===== src/audio_pkg.sv =====
/*
 * Shared localparams, register offsets, frame and control word types,
 * the bus word union and the I2S clock level struct
 */
`default_nettype none

package audio_pkg;

    // Sample and FIFO geometry
    localparam int SAMPLE_W   = 16;
    localparam int FIFO_DEPTH = 16;
    localparam int PTR_W      = 4;
    localparam int LEVEL_W    = 5;

    // I2S timing, in clk_i cycles and sclk periods
    localparam int SCLK_DIV       = 4;
    localparam int SCLK_CNT_W     = 2;
    localparam int BITS_PER_FRAME = 32;
    localparam int BIT_CNT_W      = 5;

    // Word offsets, decoded from address bits 3:2
    localparam logic [1:0] REG_CTRL   = 2'd0;
    localparam logic [1:0] REG_STATUS = 2'd1;
    localparam logic [1:0] REG_DATA   = 2'd2;
    localparam logic [1:0] REG_THRESH = 2'd3;

    localparam logic [LEVEL_W-1:0] THRESH_RESET = 5'd4;

    // Left sample sits in the upper half of the bus word
    typedef struct packed {
        logic [SAMPLE_W-1:0] left;
        logic [SAMPLE_W-1:0] right;
    } sample_frame_t;

    // Clear bits line up with the flag positions in REG_STATUS
    typedef struct packed {
        logic [28:0] reserved;
        logic        underrun_clr;
        logic        overflow_clr;
        logic        enable;
    } ctrl_word_t;

    typedef union packed {
        sample_frame_t frame;
        ctrl_word_t    ctrl;
    } bus_word_u;

    typedef struct packed {
        logic mclk;
        logic sclk;
        logic lrclk;
    } audio_clk_t;

endpackage

`default_nettype wire


===== src/reset_logic.sv =====
/*
 * Reset synchronizer, asynchronous assert and clocked release
 */
`default_nettype none

module reset_logic (
    input  wire  clk_i,
    input  wire  rst_n_i,
    output logic rst_n_o
);

    logic [1:0] sync_q;

    // Two flops against metastability on the release edge
    always_ff @(posedge clk_i or negedge rst_n_i) begin
        if (!rst_n_i) begin
            sync_q <= 2'b00;
        end else begin
            sync_q <= {sync_q[0], 1'b1};
        end
    end

    assign rst_n_o = sync_q[1];

endmodule

`default_nettype wire


===== src/audio_regs.sv =====
/*
 * Wishbone register slave: control, status, threshold,
 * FIFO push path and sticky overflow and underrun flags
 */
`default_nettype none

module audio_regs (
    input  wire                           clk_i,
    input  wire                           rst_n_i,
    input  wire  [31:0]                   wb_adr_i,
    input  wire  [31:0]                   wb_dat_i,
    output logic [31:0]                   wb_dat_o,
    input  wire                           wb_we_i,
    input  wire  [3:0]                    wb_sel_i,
    input  wire                           wb_stb_i,
    output logic                          wb_ack_o,
    input  wire                           full_i,
    input  wire  [audio_pkg::LEVEL_W-1:0] level_i,
    input  wire                           low_i,
    input  wire                           underrun_i,
    output logic                          enable_o,
    output logic [audio_pkg::LEVEL_W-1:0] thresh_o,
    output logic                          push_o,
    output audio_pkg::sample_frame_t      push_frame_o
);
    import audio_pkg::*;

    bus_word_u   wr_word;
    logic [1:0]  reg_sel;
    logic        wr_en;
    logic        data_wr;
    logic        status_wr;
    logic        overflow_q;
    logic        underrun_q;
    logic [31:0] rd_data;

    assign wr_word   = wb_dat_i;
    assign reg_sel   = wb_adr_i[3:2];
    assign wr_en     = wb_ack_o & wb_stb_i & wb_we_i;
    assign data_wr   = wr_en & (reg_sel == REG_DATA);
    assign status_wr = wr_en & (reg_sel == REG_STATUS);

    // Single-cycle ack, one cycle after strobe is seen
    always_ff @(posedge clk_i or negedge rst_n_i) begin
        if (!rst_n_i) begin
            wb_ack_o <= 1'b0;
        end else begin
            wb_ack_o <= wb_stb_i & ~wb_ack_o;
        end
    end

    always_ff @(posedge clk_i or negedge rst_n_i) begin
        if (!rst_n_i) begin
            enable_o <= 1'b0;
            thresh_o <= THRESH_RESET;
        end else if (wr_en) begin
            if (reg_sel == REG_CTRL) begin
                enable_o <= wr_word.ctrl.enable;
            end
            if (reg_sel == REG_THRESH) begin
                thresh_o <= wb_dat_i[LEVEL_W-1:0];
            end
        end
    end

    // Sticky flags; a new event wins over a clear in the same cycle
    always_ff @(posedge clk_i or negedge rst_n_i) begin
        if (!rst_n_i) begin
            overflow_q <= 1'b0;
            underrun_q <= 1'b0;
        end else begin
            if (data_wr && full_i) begin
                overflow_q <= 1'b1;
            end else if (status_wr && wr_word.ctrl.overflow_clr) begin
                overflow_q <= 1'b0;
            end
            if (underrun_i) begin
                underrun_q <= 1'b1;
            end else if (status_wr && wr_word.ctrl.underrun_clr) begin
                underrun_q <= 1'b0;
            end
        end
    end

    // Frames written while full are dropped
    assign push_o       = data_wr & ~full_i;
    assign push_frame_o = wr_word.frame;

    always_comb begin
        case (reg_sel)
            REG_CTRL:   rd_data = {31'b0, enable_o};
            // Level in 12:8, low 4, full 3, underrun 2, overflow 1
            REG_STATUS: rd_data = {19'b0, level_i, 3'b0, low_i, full_i,
                                   underrun_q, overflow_q, 1'b0};
            REG_THRESH: rd_data = {{(32-LEVEL_W){1'b0}}, thresh_o};
            default:    rd_data = '0;
        endcase
    end

    assign wb_dat_o = wb_ack_o ? rd_data : '0;

    ack_single_a: assert property (@(posedge clk_i) disable iff (!rst_n_i)
        wb_ack_o |=> !wb_ack_o);

    // Only full-word accesses are expected from the CPU
    full_word_a: assert property (@(posedge clk_i) disable iff (!rst_n_i)
        wb_stb_i |-> (wb_sel_i == 4'hF));

endmodule

`default_nettype wire


===== src/sample_fifo.sv =====
/*
 * Stereo frame FIFO with fill level and low-watermark flag
 */
`default_nettype none

module sample_fifo (
    input  wire                           clk_i,
    input  wire                           rst_n_i,
    input  wire                           push_i,
    input  wire  audio_pkg::sample_frame_t push_frame_i,
    input  wire                           pop_i,
    input  wire  [audio_pkg::LEVEL_W-1:0] thresh_i,
    output audio_pkg::sample_frame_t      head_frame_o,
    output logic [audio_pkg::LEVEL_W-1:0] level_o,
    output logic                          full_o,
    output logic                          empty_o,
    output logic                          low_o
);
    import audio_pkg::*;

    sample_frame_t      mem_q [FIFO_DEPTH];
    logic [PTR_W-1:0]   wr_ptr_q;
    logic [PTR_W-1:0]   rd_ptr_q;
    logic [LEVEL_W-1:0] level_q;

    // Storage only, no reset
    always_ff @(posedge clk_i) begin
        if (push_i) begin
            mem_q[wr_ptr_q] <= push_frame_i;
        end
    end

    // Pointers wrap on their own since the depth is a power of two
    always_ff @(posedge clk_i or negedge rst_n_i) begin
        if (!rst_n_i) begin
            wr_ptr_q <= '0;
            rd_ptr_q <= '0;
        end else begin
            if (push_i) begin
                wr_ptr_q <= wr_ptr_q + 1'b1;
            end
            if (pop_i) begin
                rd_ptr_q <= rd_ptr_q + 1'b1;
            end
        end
    end

    always_ff @(posedge clk_i or negedge rst_n_i) begin
        if (!rst_n_i) begin
            level_q <= '0;
        end else begin
            case ({push_i, pop_i})
                2'b10:   level_q <= level_q + 1'b1;
                2'b01:   level_q <= level_q - 1'b1;
                default: level_q <= level_q;
            endcase
        end
    end

    assign head_frame_o = mem_q[rd_ptr_q];
    assign level_o      = level_q;
    assign full_o       = (level_q == LEVEL_W'(FIFO_DEPTH));
    assign empty_o      = (level_q == '0);
    // Interrupt level, held while at or below threshold
    assign low_o        = (level_q <= thresh_i);

    no_push_full_a: assert property (@(posedge clk_i) disable iff (!rst_n_i)
        push_i |-> !full_o);

    no_pop_empty_a: assert property (@(posedge clk_i) disable iff (!rst_n_i)
        pop_i |-> !empty_o);

endmodule

`default_nettype wire


===== src/i2s_clkgen.sv =====
/*
 * I2S clock generator: mclk, sclk and lrclk plus bit and frame strobes
 */
`default_nettype none

module i2s_clkgen (
    input  wire                   clk_i,
    input  wire                   rst_n_i,
    input  wire                   enable_i,
    output audio_pkg::audio_clk_t clk_o,
    output logic                  bit_stb_o,
    output logic                  frame_stb_o
);
    import audio_pkg::*;

    logic [SCLK_CNT_W-1:0] phase_q;
    logic [SCLK_CNT_W-1:0] phase_next;
    logic [BIT_CNT_W-1:0]  bit_cnt_q;
    logic                  mclk_q;
    logic                  sclk_q;
    logic                  lrclk_q;

    // Strobe in the cycle before the falling sclk edge
    assign bit_stb_o   = enable_i && (phase_q == SCLK_CNT_W'(SCLK_DIV - 1));
    assign frame_stb_o = bit_stb_o && (bit_cnt_q == '0);
    // Wraps to zero right after the strobe
    assign phase_next  = phase_q + 1'b1;

    always_ff @(posedge clk_i or negedge rst_n_i) begin
        if (!rst_n_i) begin
            phase_q   <= '0;
            bit_cnt_q <= '0;
            mclk_q    <= 1'b0;
            sclk_q    <= 1'b0;
            lrclk_q   <= 1'b0;
        end else if (!enable_i) begin
            // Parked low while playback is off
            phase_q   <= '0;
            bit_cnt_q <= '0;
            mclk_q    <= 1'b0;
            sclk_q    <= 1'b0;
            lrclk_q   <= 1'b0;
        end else begin
            mclk_q  <= ~mclk_q;
            phase_q <= phase_next;
            // sclk high for the second half of each period
            sclk_q  <= (phase_next >= SCLK_CNT_W'(SCLK_DIV / 2));
            if (bit_stb_o) begin
                // Slot index of the bit that starts here
                lrclk_q <= (bit_cnt_q >= BIT_CNT_W'(BITS_PER_FRAME / 2));
                if (bit_cnt_q == BIT_CNT_W'(BITS_PER_FRAME - 1)) begin
                    bit_cnt_q <= '0;
                end else begin
                    bit_cnt_q <= bit_cnt_q + 1'b1;
                end
            end
        end
    end

    assign clk_o = '{mclk: mclk_q, sclk: sclk_q, lrclk: lrclk_q};

    // Frame start always drops lrclk into the left channel
    frame_left_a: assert property (@(posedge clk_i) disable iff (!rst_n_i)
        frame_stb_o |-> bit_stb_o ##1 !clk_o.lrclk);

endmodule

`default_nettype wire


===== src/i2s_serializer.sv =====
/*
 * I2S serializer: frame load, one-bit delayed MSB-first shift,
 * FIFO pop and underrun detection
 */
`default_nettype none

module i2s_serializer (
    input  wire                            clk_i,
    input  wire                            rst_n_i,
    input  wire                            bit_stb_i,
    input  wire                            frame_stb_i,
    input  wire                            empty_i,
    input  wire  audio_pkg::sample_frame_t head_frame_i,
    output logic                           pop_o,
    output logic                           underrun_o,
    output logic                           sdata_o
);
    import audio_pkg::*;

    // Top bit carries the previous right LSB through slot 0
    logic [BITS_PER_FRAME:0] shift_q;
    sample_frame_t           load_frame;

    assign pop_o      = frame_stb_i & ~empty_i;
    assign underrun_o = frame_stb_i & empty_i;

    // Silence when nothing is queued
    assign load_frame = empty_i ? '0 : head_frame_i;

    always_ff @(posedge clk_i or negedge rst_n_i) begin
        if (!rst_n_i) begin
            shift_q <= '0;
        end else if (frame_stb_i) begin
            shift_q <= {shift_q[BITS_PER_FRAME-1], load_frame};
        end else if (bit_stb_i) begin
            shift_q <= {shift_q[BITS_PER_FRAME-1:0], 1'b0};
        end
    end

    // Changes together with the falling sclk edge
    assign sdata_o = shift_q[BITS_PER_FRAME];

endmodule

`default_nettype wire


===== src/psoc_audio.sv =====
/*
 * Audio peripheral top level: reset sync, registers, FIFO,
 * I2S clock generator and serializer
 */
`default_nettype none

module psoc_audio (
    input  wire         clk_i,
    input  wire         rst_n_i,
    input  wire  [31:0] wb_adr_i,
    input  wire  [31:0] wb_dat_i,
    output logic [31:0] wb_dat_o,
    input  wire         wb_we_i,
    input  wire  [3:0]  wb_sel_i,
    input  wire         wb_stb_i,
    output logic        wb_ack_o,
    output logic        fifo_low_o,
    output logic        i2s_mclk_o,
    output logic        i2s_sdata_o,
    output logic        i2s_sclk_o,
    output logic        i2s_lrclk_o
);
    import audio_pkg::*;

    logic               rst_n;
    logic               enable;
    logic [LEVEL_W-1:0] thresh;
    logic               push;
    sample_frame_t      push_frame;
    sample_frame_t      head_frame;
    logic [LEVEL_W-1:0] level;
    logic               full;
    logic               empty;
    logic               pop;
    logic               underrun;
    logic               bit_stb;
    logic               frame_stb;
    audio_clk_t         aclk;

    reset_logic u_reset_logic (
        .clk_i   (clk_i),
        .rst_n_i (rst_n_i),
        .rst_n_o (rst_n)
    );

    audio_regs u_regs (
        .clk_i        (clk_i),
        .rst_n_i      (rst_n),
        .wb_adr_i     (wb_adr_i),
        .wb_dat_i     (wb_dat_i),
        .wb_dat_o     (wb_dat_o),
        .wb_we_i      (wb_we_i),
        .wb_sel_i     (wb_sel_i),
        .wb_stb_i     (wb_stb_i),
        .wb_ack_o     (wb_ack_o),
        .full_i       (full),
        .level_i      (level),
        .low_i        (fifo_low_o),
        .underrun_i   (underrun),
        .enable_o     (enable),
        .thresh_o     (thresh),
        .push_o       (push),
        .push_frame_o (push_frame)
    );

    sample_fifo u_fifo (
        .clk_i        (clk_i),
        .rst_n_i      (rst_n),
        .push_i       (push),
        .push_frame_i (push_frame),
        .pop_i        (pop),
        .thresh_i     (thresh),
        .head_frame_o (head_frame),
        .level_o      (level),
        .full_o       (full),
        .empty_o      (empty),
        .low_o        (fifo_low_o)
    );

    i2s_clkgen u_clkgen (
        .clk_i       (clk_i),
        .rst_n_i     (rst_n),
        .enable_i    (enable),
        .clk_o       (aclk),
        .bit_stb_o   (bit_stb),
        .frame_stb_o (frame_stb)
    );

    i2s_serializer u_serializer (
        .clk_i        (clk_i),
        .rst_n_i      (rst_n),
        .bit_stb_i    (bit_stb),
        .frame_stb_i  (frame_stb),
        .empty_i      (empty),
        .head_frame_i (head_frame),
        .pop_o        (pop),
        .underrun_o   (underrun),
        .sdata_o      (i2s_sdata_o)
    );

    // I2S clock pins
    assign i2s_mclk_o  = aclk.mclk;
    assign i2s_sclk_o  = aclk.sclk;
    assign i2s_lrclk_o = aclk.lrclk;

endmodule

`default_nettype wire


===== config.mk =====
export PLATFORM = sky130hd
export DESIGN_NAME = psoc_audio
export DESIGN_NICKNAME = d
export VERILOG_FILES = /design/src/audio_pkg.sv /design/src/reset_logic.sv /design/src/audio_regs.sv /design/src/sample_fifo.sv /design/src/i2s_clkgen.sv /design/src/i2s_serializer.sv /design/src/psoc_audio.sv
export SDC_FILE = /design/constraint.sdc
export NUM_CORES = 1
export LEC_CHECK = 0
export ABC_AREA = 1
export BUFFER_PORTS_ARGS = -buffer_cell sky130_fd_sc_hd__buf_2
export CAP_MARGIN = 10
export CORE_UTILIZATION = 65
export CTS_BUF_LIST = sky130_fd_sc_hd__clkbuf_8
export CTS_CLUSTER_DIAMETER = 200
export DETAILED_ROUTE_END_ITERATION = 8
export PLACE_DENSITY = 0.79
export REMOVE_ABC_BUFFERS = 1
export SYNTH_ARGS = -nofsm -noshare
export SYNTH_HDL_FRONTEND = slang
export SYNTH_SLANG_ARGS = --single-unit

===== constraint.sdc =====
create_clock -name clk_i -period 5.35 [get_ports clk_i]
set_input_delay 0.8025 -clock clk_i [delete_from_list [all_inputs] [get_ports clk_i]]
set_output_delay 0.8025 -clock clk_i [all_outputs]
set_load 0.01 [all_outputs]

==> summary.md <==
| Metric | Value |
|---|---|
| Status | finished, final reports clean |
| Initial antenna violation count | 0 |
| Chip width | 199 um |
| MaxCap Viol Count | 0 |
| Unrepaired setup endpoints after global routing | no |
| Crit end category | register |
| Number of synthesized flops with an enable pin | just over 500 |
| GPL Wtd Cong | 0.808 |
| Initial core utilization | 66.6% |
| Pin slew with the least headroom to its limit | 1.17 ns |
| CORE AREA | roughly 38,000 sq um |
| Clock sinks | ~580 |
| Total Nets Final | 2,625 |
| H-tree depth | 3 |
| Mapped Area | 25,300 sq um |
| Via count | approximately 17k |
| Vias in the first global route | 16.7k |
| Root Buffer | clkbuf_8 |
| CTS buffer count | 91 |
| Hold Crit Class | reg -> reg |
| Layout cell share with drive strength beyond 1 | 8.60% |
| Detail Route Antenna Nets | 0 |
| FILL cells | around 2.6k |
| Max Slew Vio Count | 0 |
| Seq/Total Area, Yosys | 67.3% |
| Post-synth top cells | 736 x nand2_1, 512 x edfxtp_1, 415 x inv_1, 384 x nand3_1, 68 x nor2_1 |
| GRT overflow | 0 |
| Leakage | approximately 12 nW |
| Placement Cell Area | 25,900 sq um |
| CP arrival | 4.35 ns |
| Yosys top cell by area | edfxtp_1 |
| Clk pwr share | 33.7% |
| Netlist cell types | 34 |
| First-pass GRT wire length | 87,800 um |
| # setup viols final | 0 |
| Most frequent cell after synthesis | nand2_1 |
| Full die area | 39,700 sq um |
| Via-per-instance ratio | 5.56 |
| Row count | 71 |
| WS Path Type | reg -> reg |
| Max-slew headroom | 21.9% |
| Worst-skew pair later-pin latency | around 0.65 ns |
| Crit Path Max Fanout | 38 |
| Post-synth top flop | edfxtp_1 |
| Internal | 7.22 mW |
| Fmax | 266 MHz |
| # DRC | 0 |
| Worst Skew | approximately 0.018 ns |
| Final Hold Viols | 0 |
| TritonCTS clock tree | built |
| Maximum vdd drop | 0.368 mV |
| Antenna cells | 0 |
| Cells after Synth | between 2k and 2.5k |
| Sw frac | between 20 and 30% |
| Fin area | 27,600 sq um |
| Syn Area/Cell | 10.2 sq um |
| Non-Filler Instances | 3,115 |
| Logic pwr share | 14.9% |
| Worst Setup Start Kind | register |
| Largest net degree at the start of global routing | 129 |
| Area of the multi-input gates | 6150 sq um |
| I/O Buffers | 53 |
| Switching power total | 2.84 mW |
| DRT Wirelength | around 57,000 um |
| Share of Yosys cell area claimed by the top area cell type | about three fifths |
| Placed cells | 2,953 |
| Pwr dens | 365 nW/um^2 |
| WP data required | 5.94 ns |
| GRT Total Usage | 29.5% |
| YS warnings | 0 |
| Final Power | between 10 and 15 mW |
| Area contributors post-synth | edfxtp_1 61%, nand2_1 11%, nand3_1 7.6%, dfrtp_1 6.4%, inv_1 6.2% |
| Routed len/inst | roughly 18 um |
| Worst-path clk slew | 0.06 ns |
| Register area | 17,000 sq um |
| Ports | 110 |
| Starting DRC count in detailed routing | 1,856 |
| Clock tree buffer depth | 3 |
| Asr flop ratio synth | 11.4% |
| Hpwl dp | 30,000 um |
| Seq cells post-synth | 578 |
| Min cycle time layout | between 3 and 4 ns |
| 1st-pass router iterations | 6 |
| Post-synthesis to final-layout area growth | 8.88% |
| Final worst path period share | 70.2% |
| Flop pwr share | 51.3% |
| Die height | around 200 um |
==> metal layers <==
metal,global-route usage (%),vias up,routed length (um)
met5,0,-,0
met4,13.1,0,1990
met3,5.03,165,4910
met2,48.9,834,27800
met1,38.5,8223,22200
li1,-,8106,-
==> worst max-delay path: stages (launching register included) <==
cell and delay (ns):
dfrtp_1 0.34, ha_1 0.18, nand2_2 0.37, clkinv_2 0.57
nand4_4 0.56, nor2_4 0.26, buf_4 0.40, ha_1 0.29
nand2_1 0.08, nand2_1 0.09, nand2_1 0.07, o21ai_0 0.19
xor2_1 0.16, nand2_1 0.07, nand2_1 0.05
==> worst paths after layout <==
check / startpoint / endpoint / slack [ns] / cells past startpoint
worst min-delay path: u_reset_logic.sync_q[0] / u_reset_logic.sync_q[1] / 0.36 / 0
worst max register to register: u_clkgen.phase_q[0] / u_fifo.level_o[4] / 1.59 / 14
worst min register to register: u_reset_logic.sync_q[0] / u_reset_logic.sync_q[1] / 0.36 / 0
min in group asynchronous: u_reset_logic.sync_q[1] / u_fifo.level_o[1] / 0.45 / 1
worst max-delay path: u_clkgen.phase_q[0] / u_fifo.level_o[4] / 1.59 / 14
max in group asynchronous: u_reset_logic.sync_q[1] / u_fifo.rd_ptr_q[1] / 4.24 / 1
==> registers in the layout (all words and copies together) (netlist names), 4 cells and up <==
register,cells
u_fifo.mem_q,512
u_serializer.shift_q,33
u_clkgen.bit_cnt_q,5
u_fifo.level_o,5
u_regs.thresh_o,5
u_fifo.rd_ptr_q,4
u_fifo.wr_ptr_q,4
==> layout by cell type, fill, tap and decap left out, types with 23 or more instances in the layout <==
cell        n
dfrtp_1    61
buf_2      53
nand3_1   384
buf_4      26
inv_1     443
o21ai_0    50
a21oi_1    43
nor2_1     52
nand2_1   736
conb_1     23
clkbuf_8  102
edfxtp_1  512
==> stage by stage <==
stage          util [%]  setup TNS, ns  setup slack [ns]  hold WS, ns
5_1_grt            72.5              0              1.25        0.368
2_1_floorplan         -        -113.85             -3.64        0.331
3_5_place_dp       68.1              0              1.59        0.346
6_report           72.5              0              1.59        0.359
3_3_place_gp       68.1              0              1.62        0.339
4_1_cts            72.5              0              1.56        0.348
==> power groups by stage <==
stage                     clock, mW  sequential (mW)  combinational [mW]
after floorplan                   0             5.32                1.02
after global placement            0             5.25                1.43
after detailed placement          0             5.25                1.49
after CTS                      3.42             5.16                1.50
after global routing           3.60             5.18                1.69
final                          3.39             5.16                1.50
==> logic make-up after synthesis <==
kind of cell	after synthesis	share of synthesized area, %
xor gates and xnor gates	13	0.450
buffers and inverters	561	9.27
adders and majority gates	17	0.840
DFF	578	67.3
and+or+nand+nor	1205	19.9
other	2	0.0297
AOI/OAI and AO/OA	107	2.21
==> cell type report <==
type	count	area share, %
Sequential cell	578	61.8
Inverter	418	5.73
Clock inverter	59	0.894
Clock buffer	102	5.09
Multi-Input combinational cell	1365	22.3
Timing Repair Buffer	82	1.85
Tap cell	511	2.32
==> repair_timing <==
item | CTS | global route
resized for setup | 0 | 0
hold buffers | 1 | 0
buffers inserted | 0 | 0
endpoints found under the hold margin | 2 | 0
(Power assumes the default switching activity.)
